<file path="src/hw/quplsCmpPkg.sv">
package quplsCmpPkg;

	// =========================================================================
	// Widths
	// =========================================================================

	// Integer operand width of the execute stage
	localparam int DataWidth = 64;
	// Low operand bits that pick the bit for the bit-clear and bit-set tests
	localparam int BitIdxWidth = 6;
	// Width of one condition vector
	localparam int CondBits = 16;
	// Index width that selects one bit out of a condition vector
	localparam int CondSelWidth = 4;
	// Number of architectural condition registers
	localparam int CondRegs = 8;
	localparam int CondIdxWidth = 3;
	// Immediate field carried in the compare instruction word
	localparam int ImmWidth = 16;

	// =========================================================================
	// Condition vector layout
	// =========================================================================

	// Bit positions inside a condition vector, bits 8 to 15 stay zero
	localparam int CondEq = 0;
	localparam int CondNe = 1;
	localparam int CondLt = 2;
	localparam int CondLe = 3;
	localparam int CondGe = 4;
	localparam int CondGt = 5;
	localparam int CondBc = 6;
	localparam int CondBs = 7;

	typedef logic [CondBits-1:0] condVec_t;
	typedef logic [DataWidth-1:0] data_t;

	// =========================================================================
	// Instruction format
	// =========================================================================

	// Major opcodes handled by the compare slice
	typedef enum logic [6:0]
	{
		OP_R2 = 7'd2,
		OP_CMPI = 7'd11,
		OP_CMPUI = 7'd12
	} opcode_t;

	// Function codes of the register-register format
	typedef enum logic [5:0]
	{
		FN_CMP = 6'd13,
		FN_CMPU = 6'd14
	} func_t;

	// The func field is only meaningful for OP_R2
	typedef struct packed
	{
		opcode_t opcode;
		logic [CondIdxWidth-1:0] crd;
		func_t func;
		logic [ImmWidth-1:0] imm;
	} instruction_t;

	// Issued compare with the second operand already resolved
	typedef struct packed
	{
		instruction_t ir;
		data_t a;
		data_t b;
	} cmpIssue_t;

	// One write into the condition register file
	typedef struct packed
	{
		logic valid;
		logic [CondIdxWidth-1:0] idx;
		condVec_t vec;
	} condWrite_t;

endpackage

</file>
<file path="src/hw/branchEval.sv">
`timescale 1ns/1ps

module branchEval
(
	input logic clk,
	input logic reset,
	input logic brValid,
	input logic [quplsCmpPkg::CondIdxWidth-1:0] brIdx,
	input logic [quplsCmpPkg::BitIdxWidth-1:0] brBit,
	input quplsCmpPkg::condVec_t rdVec,
	output logic [quplsCmpPkg::CondIdxWidth-1:0] rdIdx,
	output logic brDone,
	output logic brTaken
);

	// Selected condition bit, forced low for an out-of-range bit number
	logic condBit;

	// The condition file is read directly with the request's register index
	assign rdIdx = brIdx;

	assign condBit = (brBit < quplsCmpPkg::CondBits) &&
		rdVec[brBit[quplsCmpPkg::CondSelWidth-1:0]];

	// =========================================================================
	// Branch decision register
	// =========================================================================

	// brTaken is only meaningful while brDone is high
	always_ff @(posedge clk)
	begin
		if (reset)
		begin
			brDone <= 1'b0;
			brTaken <= 1'b0;
		end
		else
		begin
			brDone <= brValid;
			brTaken <= brValid && condBit;
		end
	end

	// Branch conditions only name bits that a condition vector holds
	assert property (@(posedge clk) disable iff (reset)
		brValid |-> brBit < quplsCmpPkg::CondBits)
	else
		$error("branchEval: branch bit out of range");

endmodule

</file>
<file path="src/hw/cmpIssueReg.sv">
`timescale 1ns/1ps

module cmpIssueReg
(
	input logic clk,
	input logic reset,
	input logic issueValid,
	input quplsCmpPkg::instruction_t issueIr,
	input quplsCmpPkg::data_t opA,
	input quplsCmpPkg::data_t opB,
	output quplsCmpPkg::cmpIssue_t issue,
	output logic issueOut
);

	// Immediate widened both ways, the opcode decides which one is used
	quplsCmpPkg::data_t immSext;
	quplsCmpPkg::data_t immZext;
	// Second operand as the compare will see it
	quplsCmpPkg::data_t bSel;

	// =========================================================================
	// Second operand selection
	// =========================================================================

	assign immSext =
	{
		{(quplsCmpPkg::DataWidth - quplsCmpPkg::ImmWidth){issueIr.imm[quplsCmpPkg::ImmWidth-1]}},
		issueIr.imm
	};
	assign immZext =
	{
		{(quplsCmpPkg::DataWidth - quplsCmpPkg::ImmWidth){1'b0}},
		issueIr.imm
	};

	// Register forms and unknown opcodes take the register operand;
	// the compare zeroes the vector for unknown opcodes anyway
	always_comb
	begin
		case (issueIr.opcode)
		quplsCmpPkg::OP_CMPI:
			bSel = immSext;
		quplsCmpPkg::OP_CMPUI:
			bSel = immZext;
		default:
			bSel = opB;
		endcase
	end

	// =========================================================================
	// Issue register
	// =========================================================================

	// Valid bit of the stage, one new compare may arrive every cycle
	always_ff @(posedge clk)
	begin
		if (reset)
			issueOut <= 1'b0;
		else
			issueOut <= issueValid;
	end

	// Payload is only loaded with a valid issue and is qualified by issueOut
	always_ff @(posedge clk)
	begin
		if (issueValid)
			issue <= '{ir: issueIr, a: opA, b: bSel};
	end

	// An issued instruction word must be fully driven by the scheduler
	assert property (@(posedge clk) disable iff (reset)
		issueValid |-> !$isunknown(issueIr))
	else
		$error("cmpIssueReg: unknown bits in issued instruction");

endmodule

</file>
<file path="src/hw/condRegFile.sv">
`timescale 1ns/1ps

module condRegFile
(
	input logic clk,
	input logic reset,
	input quplsCmpPkg::condWrite_t wr,
	input logic [quplsCmpPkg::CondIdxWidth-1:0] rdIdx,
	output quplsCmpPkg::condVec_t rdVec
);

	// Architectural condition registers
	quplsCmpPkg::condVec_t regs [quplsCmpPkg::CondRegs];

	// =========================================================================
	// Write port
	// =========================================================================

	// All registers come out of reset as zero, so an early branch is not taken
	always_ff @(posedge clk)
	begin
		if (reset)
		begin
			for (int i = 0; i < quplsCmpPkg::CondRegs; i++)
				regs[i] <= '0;
		end
		else if (wr.valid)
			regs[wr.idx] <= wr.vec;
	end

	// Asynchronous read, a same-edge write is seen only after that edge
	assign rdVec = regs[rdIdx];

	// =========================================================================
	// Checks
	// =========================================================================

	// The destination index comes from the issued instruction
	assert property (@(posedge clk) disable iff (reset)
		wr.valid |-> !$isunknown(wr.idx))
	else
		$error("condRegFile: unknown write index");

endmodule

</file>
<file path="src/hw/quplsCmp.sv">
`timescale 1ns/1ps

module quplsCmp
(
	input quplsCmpPkg::cmpIssue_t issue,
	output quplsCmpPkg::condVec_t cond
);

	// Result of a full signed compare with bit tests
	quplsCmpPkg::condVec_t signedVec;
	// Result of an unsigned compare, magnitude bits only
	quplsCmpPkg::condVec_t unsignedVec;
	// Operand bit picked by the low bits of the second operand
	logic selBit;

	// =========================================================================
	// Compare results
	// =========================================================================

	// The bit tests look at operand a, indexed by the low bits of b
	assign selBit = issue.a[issue.b[quplsCmpPkg::BitIdxWidth-1:0]];

	// Signed ordering plus equality and the bit tests
	always_comb
	begin
		signedVec = '0;
		signedVec[quplsCmpPkg::CondEq] = issue.a == issue.b;
		signedVec[quplsCmpPkg::CondNe] = issue.a != issue.b;
		signedVec[quplsCmpPkg::CondLt] = $signed(issue.a) < $signed(issue.b);
		signedVec[quplsCmpPkg::CondLe] = $signed(issue.a) <= $signed(issue.b);
		signedVec[quplsCmpPkg::CondGe] = $signed(issue.a) >= $signed(issue.b);
		signedVec[quplsCmpPkg::CondGt] = $signed(issue.a) > $signed(issue.b);
		// Bit clear and bit set are always complementary
		signedVec[quplsCmpPkg::CondBc] = ~selBit;
		signedVec[quplsCmpPkg::CondBs] = selBit;
	end

	// Unsigned forms only report ordering, eq, ne and the bit tests stay clear
	always_comb
	begin
		unsignedVec = '0;
		unsignedVec[quplsCmpPkg::CondLt] = issue.a < issue.b;
		unsignedVec[quplsCmpPkg::CondLe] = issue.a <= issue.b;
		unsignedVec[quplsCmpPkg::CondGe] = issue.a >= issue.b;
		unsignedVec[quplsCmpPkg::CondGt] = issue.a > issue.b;
	end

	// =========================================================================
	// Opcode and function decode
	// =========================================================================

	// Anything the slice does not recognise produces an all-zero vector,
	// which still gets written to the destination register
	always_comb
	begin
		cond = '0;
		case (issue.ir.opcode)
		quplsCmpPkg::OP_R2:
			case (issue.ir.func)
			quplsCmpPkg::FN_CMP:
				cond = signedVec;
			quplsCmpPkg::FN_CMPU:
				cond = unsignedVec;
			default:
				cond = '0;
			endcase
		// Immediate forms ignore func, the immediate is already in b
		quplsCmpPkg::OP_CMPI:
			cond = signedVec;
		quplsCmpPkg::OP_CMPUI:
			cond = unsignedVec;
		default:
			cond = '0;
		endcase
	end

endmodule

</file>
<file path="src/hw/quplsCmpUnit.sv">
`timescale 1ns/1ps

module quplsCmpUnit
(
	input logic clk,
	input logic reset,
	// Compare issue
	input logic issueValid,
	input quplsCmpPkg::instruction_t issueIr,
	input quplsCmpPkg::data_t opA,
	input quplsCmpPkg::data_t opB,
	// Compare result
	output logic cmpResultValid,
	output quplsCmpPkg::condVec_t cmpResult,
	output logic [quplsCmpPkg::CondIdxWidth-1:0] cmpResultIdx,
	// Branch request and outcome
	input logic brValid,
	input logic [quplsCmpPkg::CondIdxWidth-1:0] brIdx,
	input logic [quplsCmpPkg::BitIdxWidth-1:0] brBit,
	output logic brDone,
	output logic brTaken
);

	quplsCmpPkg::cmpIssue_t issue;
	logic issueOut;
	quplsCmpPkg::condVec_t cond;
	quplsCmpPkg::condWrite_t condWr;
	logic [quplsCmpPkg::CondIdxWidth-1:0] rdIdx;
	quplsCmpPkg::condVec_t rdVec;

	// =========================================================================
	// Compare path
	// =========================================================================

	cmpIssueReg u_cmpIssueReg
	(
		.clk(clk),
		.reset(reset),
		.issueValid(issueValid),
		.issueIr(issueIr),
		.opA(opA),
		.opB(opB),
		.issue(issue),
		.issueOut(issueOut)
	);

	// Vector is ready in the cycle after issue
	quplsCmp u_quplsCmp
	(
		.issue(issue),
		.cond(cond)
	);

	assign cmpResultValid = issueOut;
	assign cmpResult = cond;
	assign cmpResultIdx = issue.ir.crd;

	// the result is written back on the next edge
	assign condWr = '{valid: issueOut, idx: issue.ir.crd, vec: cond};

	// =========================================================================
	// Condition registers and branch evaluation
	// =========================================================================

	condRegFile u_condRegFile
	(
		.clk(clk),
		.reset(reset),
		.wr(condWr),
		.rdIdx(rdIdx),
		.rdVec(rdVec)
	);

	branchEval u_branchEval
	(
		.clk(clk),
		.reset(reset),
		.brValid(brValid),
		.brIdx(brIdx),
		.brBit(brBit),
		.rdVec(rdVec),
		.rdIdx(rdIdx),
		.brDone(brDone),
		.brTaken(brTaken)
	);

endmodule

</file>
<file path="config.mk">
export PLATFORM = sky130hd
export DESIGN_NAME = quplsCmpUnit
export DESIGN_NICKNAME = d
export VERILOG_FILES = /design/src/hw/quplsCmpPkg.sv /design/src/hw/branchEval.sv /design/src/hw/cmpIssueReg.sv /design/src/hw/condRegFile.sv /design/src/hw/quplsCmp.sv /design/src/hw/quplsCmpUnit.sv
export SDC_FILE = /design/constraint.sdc
export NUM_CORES = 1
export LEC_CHECK = 0
export BUFFER_PORTS_ARGS = -buffer_cell sky130_fd_sc_hd__buf_2
export CAP_MARGIN = 20
export CORE_UTILIZATION = 45
export CTS_CLUSTER_DIAMETER = 200
export DETAILED_ROUTE_END_ITERATION = 16
export HOLD_SLACK_MARGIN = 0.1
export PLACE_DENSITY = 0.77
export SLEW_MARGIN = 0
export SYNTH_ARGS = -nofsm -noshare
export SYNTH_HDL_FRONTEND = slang
export SYNTH_SLANG_ARGS = --single-unit
</file>
<file path="constraint.sdc">
create_clock -name clk -period 10.2 [get_ports clk]
set_input_delay 1.53 -clock clk [delete_from_list [all_inputs] [get_ports clk]]
set_output_delay 1.53 -clock clk [all_outputs]
set_load 0.005 [all_outputs]
</file>
==> impl_metrics.env, run 1 <==
export IMPL_yosysSeqAreaShare_pct=60.3
export IMPL_final_setup_tns_ns=0
export IMPL_min_period_ns=5.80
export IMPL_p_per_area_nw_per_um2=167
export IMPL_drtPass1Iterations=4
export IMPL_synthCells=730
export IMPL_synth_area_leaders="edfxtp_1, mux4_2, ha_1"
export IMPL_clk_latency_ns=0.53
export IMPL_grt_pass1_wl_um=36000
export IMPL_routabilityCongestion=0.849
export IMPL_cts_root_buf="clkbuf_16"
export IMPL_slew_violations=0
export IMPL_postCtsHoldBufs=0
export IMPL_cts_setup_buffers=0
export IMPL_postLayoutCoreUtil_pct=54.5
export IMPL_ys_seq_elements=211
export IMPL_antenna_found_initial=0
export IMPL_cts_tree="yes"
export IMPL_cts_clk_slew_worst_paths_ns=0.06
export IMPL_area_growth_pct=18.4
export IMPL_wl_per_cell_um=18.8
export IMPL_crit_chain="inv_1 > ha_1 > nor2b_1 > o211ai_1 > a21oi_1 > or4b_4 > a221oi_4 > nand3_1 > a32oi_2 > nor2_1 > buf_2"
export IMPL_worst_path_max_fanout=17
export IMPL_clock_sinks=211
export IMPL_cts_resized=0
export IMPL_dp_hpwl_um=16800
export IMPL_ys_async_sr_fraction_pct=0
export IMPL_fp_row_count=55
export IMPL_yosysTopAreaCell="edfxtp_1"
export IMPL_drv_cap=0
export IMPL_cp_arrival_ns=4.27
export IMPL_outcome="completed"
export IMPL_die_area_um2=23800
export IMPL_path_class="register to output port"
export IMPL_die_h_um=154
export IMPL_critPathRequiredTime_ns=8.67
export IMPL_reg2reg_slack_ns=6.35
export IMPL_yosys_warnings=0
export IMPL_rsz0062_at_grt="false"
export IMPL_worstMarginPinSlew_ns=0.955
export IMPL_grt_use_total_pct=19.8
export IMPL_period_share_pct=56.8
export IMPL_drive_gt1_share_pct=33.3
export IMPL_core_area_um2=22700
export IMPL_setup_viol=0
export IMPL_busiest_layer="met2"
export IMPL_fp_dieW_um=154
export IMPL_gr_total_overflow=0
export IMPL_num_antenna_cells=0
export IMPL_max_stage_delay_ns=0.97
export IMPL_synth_area_um2=10500
export IMPL_peakVddDrop_v=0.000138
export IMPL_endpoint_kind="output port"
export IMPL_critPathSlowestCell="edfxtp_1"
export IMPL_yosysTopAreaCellShare_pct=59.8
export IMPL_avgSynthCellArea_um2=14.3
export IMPL_fmax_ghz=0.173
export IMPL_grt_pass1_vias=6738
export IMPL_met1_usage_pct=25.5
export IMPL_start_kind="register"
export IMPL_drt_wl_total_um=23000
export IMPL_synth_cell_types=57
export IMPL_drc=0
export IMPL_hold_path_class="register to register"
export IMPL_grt_max_degree=97
export IMPL_drt_iter0_drc=433
export IMPL_synth_top_flop_cell="edfxtp_1"
export IMPL_grt_util_met3_pct=3.50
export IMPL_ant_nets=0
export IMPL_synth_edf_count=208
export IMPL_htree_levels=1
export IMPL_io_buffer_count=186
export IMPL_clock_path_buffers=3
export IMPL_final_hold_viol_count=0
export IMPL_cts_buffers=24
export IMPL_grtUsageMet2_pct=34.3
export IMPL_maxSlewHeadroom_pct=36.3
export IMPL_nNetsFinal=1155
export IMPL_vias_per_cell=5.41
export IMPL_ios=195
export IMPL_dr_total_vias=6609
export IMPL_finClkSkew_ns=0.0347
export IMPL_p_leak_nw=5.35
export IMPL_start_util_pct=46.0
[synthesized netlist by cell type, types with 2 or more instances]
cell,instances
nor2b_1,11
nand4_1,13
a221oi_1,2
inv_1,73
and3_1,5
a21o_1,54
a21oi_1,30
dfxtp_1,3
or3_1,2
nor3_1,12
a31oi_1,2
nand3_1,8
nor3b_1,2
nand4_2,3
mux2_2,16
mux4_2,41
nand2b_1,12
and4_1,4
buf_2,4
buf_4,12
edfxtp_1,208
a211oi_1,3
or2_2,2
nor2_1,52
clkbuf_1,18
nand2_1,29
o21ai_0,10
a31o_2,2
and2_1,6
ha_1,64
[logic make-up after synthesis]
logic type      after synthesis  synth area share (%)
flops                       211                  60.3
simple gates                174                  9.32
compound gates              114                  7.70
buf+inv                     109                  4.39
fa+ha+maj                    64                  7.66
mux                          57                  10.6
other cells                   1                0.0359
[registers in the layout (all words and copies together), names as in the netlist]
register,cells
u_cmpIssueReg.issue,144
u_condRegFile.regs,64
u_branchEval.brDone,1
u_cmpIssueReg.issueOut,1
u_branchEval.brTaken,1
[per-layer routing]
metal,wire length [µm],vias to the layer above
li1,-,3121
met1,9450,3207
met2,11600,243
met3,1380,38
met4,561,0
met5,0,-
[cell type report]
| class | count | area, µm² |
|---|---|---|
| clock buffer | 27 | 612 |
| sequential | 211 | 6310 |
| clock inverter | 17 | 121 |
| timing repair buffer | 190 | 987 |
| fill | 1867 | 10300 |
| multi-input combinational | 417 | 3720 |
| tap | 285 | 357 |
| inverter | 74 | 278 |
[power breakdown]
part | leakage (nW) | switching (mW) | internal [mW] | total (mW)
combinational | 2.87 | 0.123 | 0.118 | 0.241
clock | 0.361 | 0.350 | 0.440 | 0.789
sequential | 2.12 | 0.0269 | 1.01 | 1.04
total | 5.35 | 0.499 | 1.57 | 2.07
[per-stage QoR]
stage          setup slack, ns  hold WS (ns)  total power, mW  area, µm²  std cells
6_report                  4.40         0.859             2.07      12400       1221
3_3_place_gp              5.09         0.812             1.29      11600       1176
3_5_place_dp              5.00         0.842             1.30      11600       1176
4_1_cts                   4.43         0.849             2.09      12400       1220
2_1_floorplan             5.50         0.680             1.20      10500        737
5_1_grt                   4.10         0.890             2.15      12400       1221
[final timing paths]
check                            from                        to  cells past startpoint
max            u_cmpIssueReg.issue[1]              cmpResult[5]                     11
min          u_cmpIssueReg.issue[151]  u_condRegFile.regs[4][3]                      2
max reg2reg    u_cmpIssueReg.issue[1]  u_condRegFile.regs[2][5]                     10
min reg2reg  u_cmpIssueReg.issue[151]  u_condRegFile.regs[4][3]                      2
[critical path: cells and delay by family (launching register included)]
| family | cells | cell delay (ns) |
|---|---|---|
| simple gates | 4 | 0.97 |
| flops | 1 | 0.97 |
| compound gates | 4 | 1.17 |
| buf+inv | 2 | 0.29 |
| fa+ha+maj | 1 | 0.34 |
[placed cells by master (no fill, tap or decap), types with 13 or more instances in the layout]
| cell | instances |
|---|---|
| clkbuf_16 | 24 |
| mux4_2 | 41 |
| nor2_1 | 52 |
| nand2_1 | 29 |
| ha_1 | 64 |
| inv_1 | 73 |
| a21oi_1 | 30 |
| edfxtp_1 | 208 |
| mux2_2 | 16 |
| a21o_1 | 54 |
| buf_2 | 185 |
| nand4_1 | 13 |
Note: power is estimated with default switching activity, not from simulation.
==> run 2: changes to the inputs <==
--- a/config.mk
+++ b/config.mk
@@ -11,7 +11,7 @@
 export CTS_CLUSTER_DIAMETER = 200
 export DETAILED_ROUTE_END_ITERATION = 16
 export HOLD_SLACK_MARGIN = 0.1
-export PLACE_DENSITY = 0.77
+export PLACE_DENSITY = 0.79
 export SLEW_MARGIN = 0
 export SYNTH_ARGS = -nofsm -noshare
 export SYNTH_HDL_FRONTEND = slang
==> constraint.sdc (replaced) <==
create_clock -name clk -period 4.94 [get_ports clk]
set_input_delay 0.741 -clock clk [delete_from_list [all_inputs] [get_ports clk]]
set_output_delay 0.741 -clock clk [all_outputs]
set_load 0.005 [all_outputs]
==> impl_metrics.env, run 2 (synthesis results as in run 1) <==
export IMPL_hold_path_class="input pin to register"
export IMPL_holdPathEnd="u_cmpIssueReg.issue[86]"
export IMPL_power_mw=4.39
export IMPL_routabilityCongestion=0.822
export IMPL_hold_worst_slack_ns=0.401
export IMPL_design_area_um2=12400
export IMPL_fp_row_count=55
export IMPL_grt_pass1_wl_um=36500
export IMPL_ant_nets=0
export IMPL_drive_gt1_share_pct=32.9
export IMPL_final_setup_tns_ns=0
export IMPL_nNetsFinal=1154
export IMPL_path_class="register to output port"
export IMPL_slew_violations=0
export IMPL_start_util_pct=46.0
export IMPL_fmax_ghz=0.225
export IMPL_clk_latency_ns=0.51
export IMPL_grt_max_degree=117
export IMPL_cts_clk_slew_worst_paths_ns=0.07
export IMPL_endpoint_kind="output port"
export IMPL_io_buffer_count=186
export IMPL_period_share_pct=90.0
export IMPL_setup_viol=0
export IMPL_cts_resized=0
export IMPL_largest_reg_flops=144
export IMPL_wl_per_cell_um=19.3
export IMPL_grt_pass1_vias=6810
export IMPL_power_share_sequential_pct=48.9
export IMPL_antenna_found_initial=4
export IMPL_drc=0
export IMPL_grt_use_total_pct=20.1
export IMPL_min_period_ns=4.45
export IMPL_drv_cap=0
export IMPL_maxSlewHeadroom_pct=31.6
export IMPL_reg2reg_slack_ns=1.53
export IMPL_cts_setup_buffers=0
export IMPL_area_growth_pct=18.6
export IMPL_die_h_um=154
export IMPL_cts_tree="yes"
export IMPL_clock_sinks=211
export IMPL_mostFrequentLayoutCells="edfxtp_1, buf_2, inv_1, ha_1, a21o_1"
export IMPL_hold_depth=1
export IMPL_postCtsHoldBufs=0
export IMPL_clock_path_buffers=3
export IMPL_gr_total_overflow=0
export IMPL_r2r_end="u_condRegFile.regs[5][3]"
export IMPL_rsz0062_at_grt="false"
export IMPL_fp_dieW_um=154
export IMPL_final_hold_viol_count=0
export IMPL_final_common_cell="edfxtp_1"
export IMPL_ios=195
export IMPL_die_area_um2=23800
export IMPL_min_delay_start="opA[22]"
export IMPL_worst_path_max_fanout=13
export IMPL_outcome="completed"
export IMPL_critPathRequiredTime_ns=4.20
export IMPL_cts_buffers=23
export IMPL_comb_power_share_pct=11.5
export IMPL_reg_top3="u_cmpIssueReg.issue x144, u_condRegFile.regs x64"
export IMPL_cp_arrival_ns=3.71
export IMPL_peakVddDrop_v=0.000312
export IMPL_drt_iter0_drc=438
export IMPL_place_area_um2=11600
export IMPL_start_kind="register"
export IMPL_dr_total_vias=6644
export IMPL_power_internal_mw=3.40
export IMPL_drtPass1Iterations=5
export IMPL_drt_wl_total_um=23500
export IMPL_cts_root_buf="clkbuf_16"
export IMPL_worstMarginPinSlew_ns=1.03
export IMPL_core_area_um2=22700
export IMPL_reg2reg_depth=9
export IMPL_p_per_area_nw_per_um2=354
export IMPL_vias_per_cell=5.45
export IMPL_final_fill_count=1839
export IMPL_r2r_start="u_cmpIssueReg.issue[127]"
export IMPL_dp_hpwl_um=16900
export IMPL_top_register="u_cmpIssueReg.issue"
export IMPL_sw_frac_of_total_pct=22.5
export IMPL_finClkSkew_ns=0.0299
export IMPL_switchingPower_mw=0.988
export IMPL_htree_levels=1
export IMPL_postLayoutCoreUtil_pct=54.6
export IMPL_clock_power_share_pct=39.6
export IMPL_p_leak_nw=5.36
==> run 2: changes by cell type in the layout (fill, tap and decap cells not counted), sizes merged <==
cell	delta
inv	-2
clkinv	-8
bufinv	+3
clkbuf	+5
diode	+1
clkinvlp	-1
==> run 2: critical path: stages (launching register included) <==
cell	delay (ns)
edfxtp_1	0.39
ha_1	0.45
nand4_2	0.18
nor3_4	0.34
nand4_2	0.17
nor4_4	0.67
or2_2	0.26
a21oi_2	0.05
nor4b_4	0.49
buf_2	0.21
==> run 2: per-stage QoR <==
stage | worst slack, ns | std cells
floorplan | 1.03 | 737
global placement | 1.14 | 1177
detailed placement | 1.02 | 1177
CTS | 0.493 | 1218
global route | 0.151 | 1219
finish | 0.493 | 1219
==> run 2: worst max-delay path by stage <==
stage                              end                      from  slack (ns)
after floorplan           cmpResult[5]    u_cmpIssueReg.issue[1]        1.03
after global placement    cmpResult[3]  u_cmpIssueReg.issue[127]        1.14
after detailed placement  cmpResult[3]  u_cmpIssueReg.issue[127]        1.02
after CTS                 cmpResult[3]  u_cmpIssueReg.issue[127]        0.49
after global routing      cmpResult[3]   u_cmpIssueReg.issue[94]        0.15
final                     cmpResult[3]  u_cmpIssueReg.issue[127]        0.49
==> run 2: power by group through the flow <==
stage	clock network, mW	registers, mW	logic, mW
after floorplan	0	2.16	0.319
after global placement	0	2.18	0.486
after detailed placement	0	2.18	0.502
after CTS	1.77	2.14	0.508
after global routing	1.83	2.16	0.559
final	1.74	2.14	0.505
==> run 2: layer usage <==
metal / wire [µm] / up-vias / global-route usage (%)
li1: - / 3126 / -
met1: 9170 / 3204 / 24.4
met2: 12100 / 264 / 36.3
met3: 1700 / 44 / 4.29
met4: 495 / 6 / 5.33
met5: 35 / - / 0
==> run 2: final cells by class <==
type                    count  area, µm²  share of cell area (%)
diodes                      1       2.50                  0.0202
clock inverters             9        129                    1.04
repair buffers            190        967                    7.80
clock buffers              32        639                    5.16
flip-flops and latches    211       6310                    50.9
well taps                 285        357                    2.88
multi-input cells         417       3720                    30.0
inverters                  74        278                    2.24
==> run 3: changes to the inputs <==
--- a/config.mk
+++ b/config.mk
@@ -7,11 +7,11 @@
 export LEC_CHECK = 0
 export BUFFER_PORTS_ARGS = -buffer_cell sky130_fd_sc_hd__buf_2
 export CAP_MARGIN = 20
-export CORE_UTILIZATION = 45
+export CORE_UTILIZATION = 51
 export CTS_CLUSTER_DIAMETER = 200
 export DETAILED_ROUTE_END_ITERATION = 16
 export HOLD_SLACK_MARGIN = 0.1
-export PLACE_DENSITY = 0.79
+export PLACE_DENSITY = 0.87
 export SLEW_MARGIN = 0
 export SYNTH_ARGS = -nofsm -noshare
 export SYNTH_HDL_FRONTEND = slang
==> impl_metrics.env, run 3 (synthesis results as in run 1) <==
export IMPL_cts_resized=0
export IMPL_wl_per_cell_um=19.1
export IMPL_rsz0062_at_grt="false"
export IMPL_cts_root_buf="clkbuf_16"
export IMPL_largest_reg_flops=144
export IMPL_io_buffer_count=186
export IMPL_drive_gt1_share_pct=33.0
export IMPL_start_kind="register"
export IMPL_fp_dieW_um=145
export IMPL_start_util_pct=51.8
export IMPL_top_register="u_cmpIssueReg.issue"
export IMPL_p_per_area_nw_per_um2=350
export IMPL_power_mw=4.31
export IMPL_routabilityCongestion=0.863
export IMPL_setup_viol=0
export IMPL_cts_tree="yes"
export IMPL_die_h_um=145
export IMPL_clock_path_buffers=3
export IMPL_clk_latency_ns=0.50
export IMPL_path_class="register to output port"
export IMPL_reg2reg_depth=11
export IMPL_peakVddDrop_v=0.000328
export IMPL_fmax_ghz=0.217
export IMPL_gr_total_overflow=0
export IMPL_die_area_um2=21100
export IMPL_grt_pass1_wl_um=36800
export IMPL_maxSlewHeadroom_pct=34.7
export IMPL_mostFrequentLayoutCells="edfxtp_1, buf_2, inv_1, ha_1, a21o_1"
export IMPL_critPathSlowestCell="or4b_4"
export IMPL_cts_buffers=23
export IMPL_endpoint_kind="output port"
export IMPL_hold_path_class="input pin to register"
export IMPL_final_setup_tns_ns=0
export IMPL_cts_setup_buffers=0
export IMPL_fp_row_count=52
export IMPL_ios=195
export IMPL_min_period_ns=4.62
export IMPL_grt_use_total_pct=22.5
export IMPL_area_growth_pct=17.9
export IMPL_outcome="completed"
export IMPL_worst_path_max_fanout=17
export IMPL_drtPass1Iterations=5
export IMPL_cp_arrival_ns=3.88
export IMPL_grt_max_degree=111
export IMPL_postCtsHoldBufs=0
export IMPL_cts_clk_slew_worst_paths_ns=0.06
export IMPL_grt_pass1_vias=7114
export IMPL_dr_total_vias=6749
export IMPL_worstMarginPinSlew_ns=0.979
export IMPL_final_common_cell="edfxtp_1"
export IMPL_nNetsFinal=1154
export IMPL_drc=0
export IMPL_max_stage_delay_ns=0.52
export IMPL_final_hold_viol_count=0
export IMPL_antenna_found_initial=2
export IMPL_hold_depth=1
export IMPL_crit_chain="buf_4 > inv_1 > ha_1 > nor2b_1 > o211ai_1 > a21oi_1 > or4b_4 > a221oi_4 > nand3_1 > a32oi_2 > nor2_1 > buf_2"
export IMPL_drt_wl_total_um=22900
export IMPL_slew_violations=0
export IMPL_p_leak_nw=5.34
export IMPL_htree_levels=1
export IMPL_clock_sinks=211
export IMPL_drt_iter0_drc=479
export IMPL_core_area_um2=20200
export IMPL_finClkSkew_ns=0.00767
export IMPL_vias_per_cell=5.63
export IMPL_period_share_pct=93.5
export IMPL_ant_nets=0
export IMPL_dp_hpwl_um=16700
export IMPL_drv_cap=0
export IMPL_critPathRequiredTime_ns=4.20
export IMPL_reg_top3="u_cmpIssueReg.issue x144, u_condRegFile.regs x64"
==> run 3: changes by cell type in the layout (fill, tap and decap cells not counted), sizes merged <==
cell | before | now
clkbuf | 32 | 25
clkinv | 5 | 8
inv | 74 | 73
==> run 3: per-layer routing <==
layer / track usage [%] / routed length, µm / vias to the layer above
met5: 0 / 22 / -
met4: 9.11 / 886 / 4
met3: 4.56 / 1540 / 74
met2: 39.6 / 11700 / 289
met1: 26.9 / 8720 / 3269
li1: - / - / 3113
==> run 3: final cells by class <==
type	instances	area, µm²
Antenna cell	1	2.50
Clock buffer	25	583
Clock inverter	11	131
Fill cell	1499	7850
Inverter	74	278
Multi-Input combinational cell	417	3720
Sequential cell	211	6310
Tap cell	270	338
Timing Repair Buffer	190	967
==> run 3: per-stage QoR <==
| step | instance area [µm²] | cells | utilization [%] | worst slack [ns] | hold WS [ns] |
|---|---|---|---|---|---|
| floorplan | 10500 | 737 | - | 1.03 | 0.680 |
| global route | 12300 | 1198 | 61.1 | 0.0360 | 0.397 |
| detailed placement | 11600 | 1162 | 57.5 | 0.884 | 0.763 |
| finish | 12300 | 1199 | 61.1 | 0.323 | 0.411 |
| CTS | 12300 | 1198 | 61.1 | 0.320 | 0.402 |
| global placement | 11600 | 1162 | 57.5 | 0.996 | 0.754 |
==> run 3: final timing paths <==
kind	start	end	slack (ns)
setup / recovery	u_cmpIssueReg.issue[1]	cmpResult[5]	0.32
hold / removal	opA[22]	u_cmpIssueReg.issue[86]	0.41
setup reg to reg	u_cmpIssueReg.issue[1]	u_condRegFile.regs[4][2]	1.47
hold reg to reg	u_cmpIssueReg.issue[150]	u_condRegFile.regs[5][3]	0.81
==> run 3: worst max-delay path: cells and delay by family (launching register included) <==
| kind | cells | cell delay, ns |
|---|---|---|
| DFF | 1 | 0.32 |
| adders and majority gates | 1 | 0.31 |
| and+or+nand+nor | 4 | 0.96 |
| AOI/OAI and AO/OA | 4 | 1.22 |
| buffers and inverters | 3 | 0.55 |
==> run 3: power by group <==
group	switching [mW]	internal (mW)
combinational	0.261	0.242
sequential	0.0491	2.09
clock	0.663	0.999
total	0.973	3.34
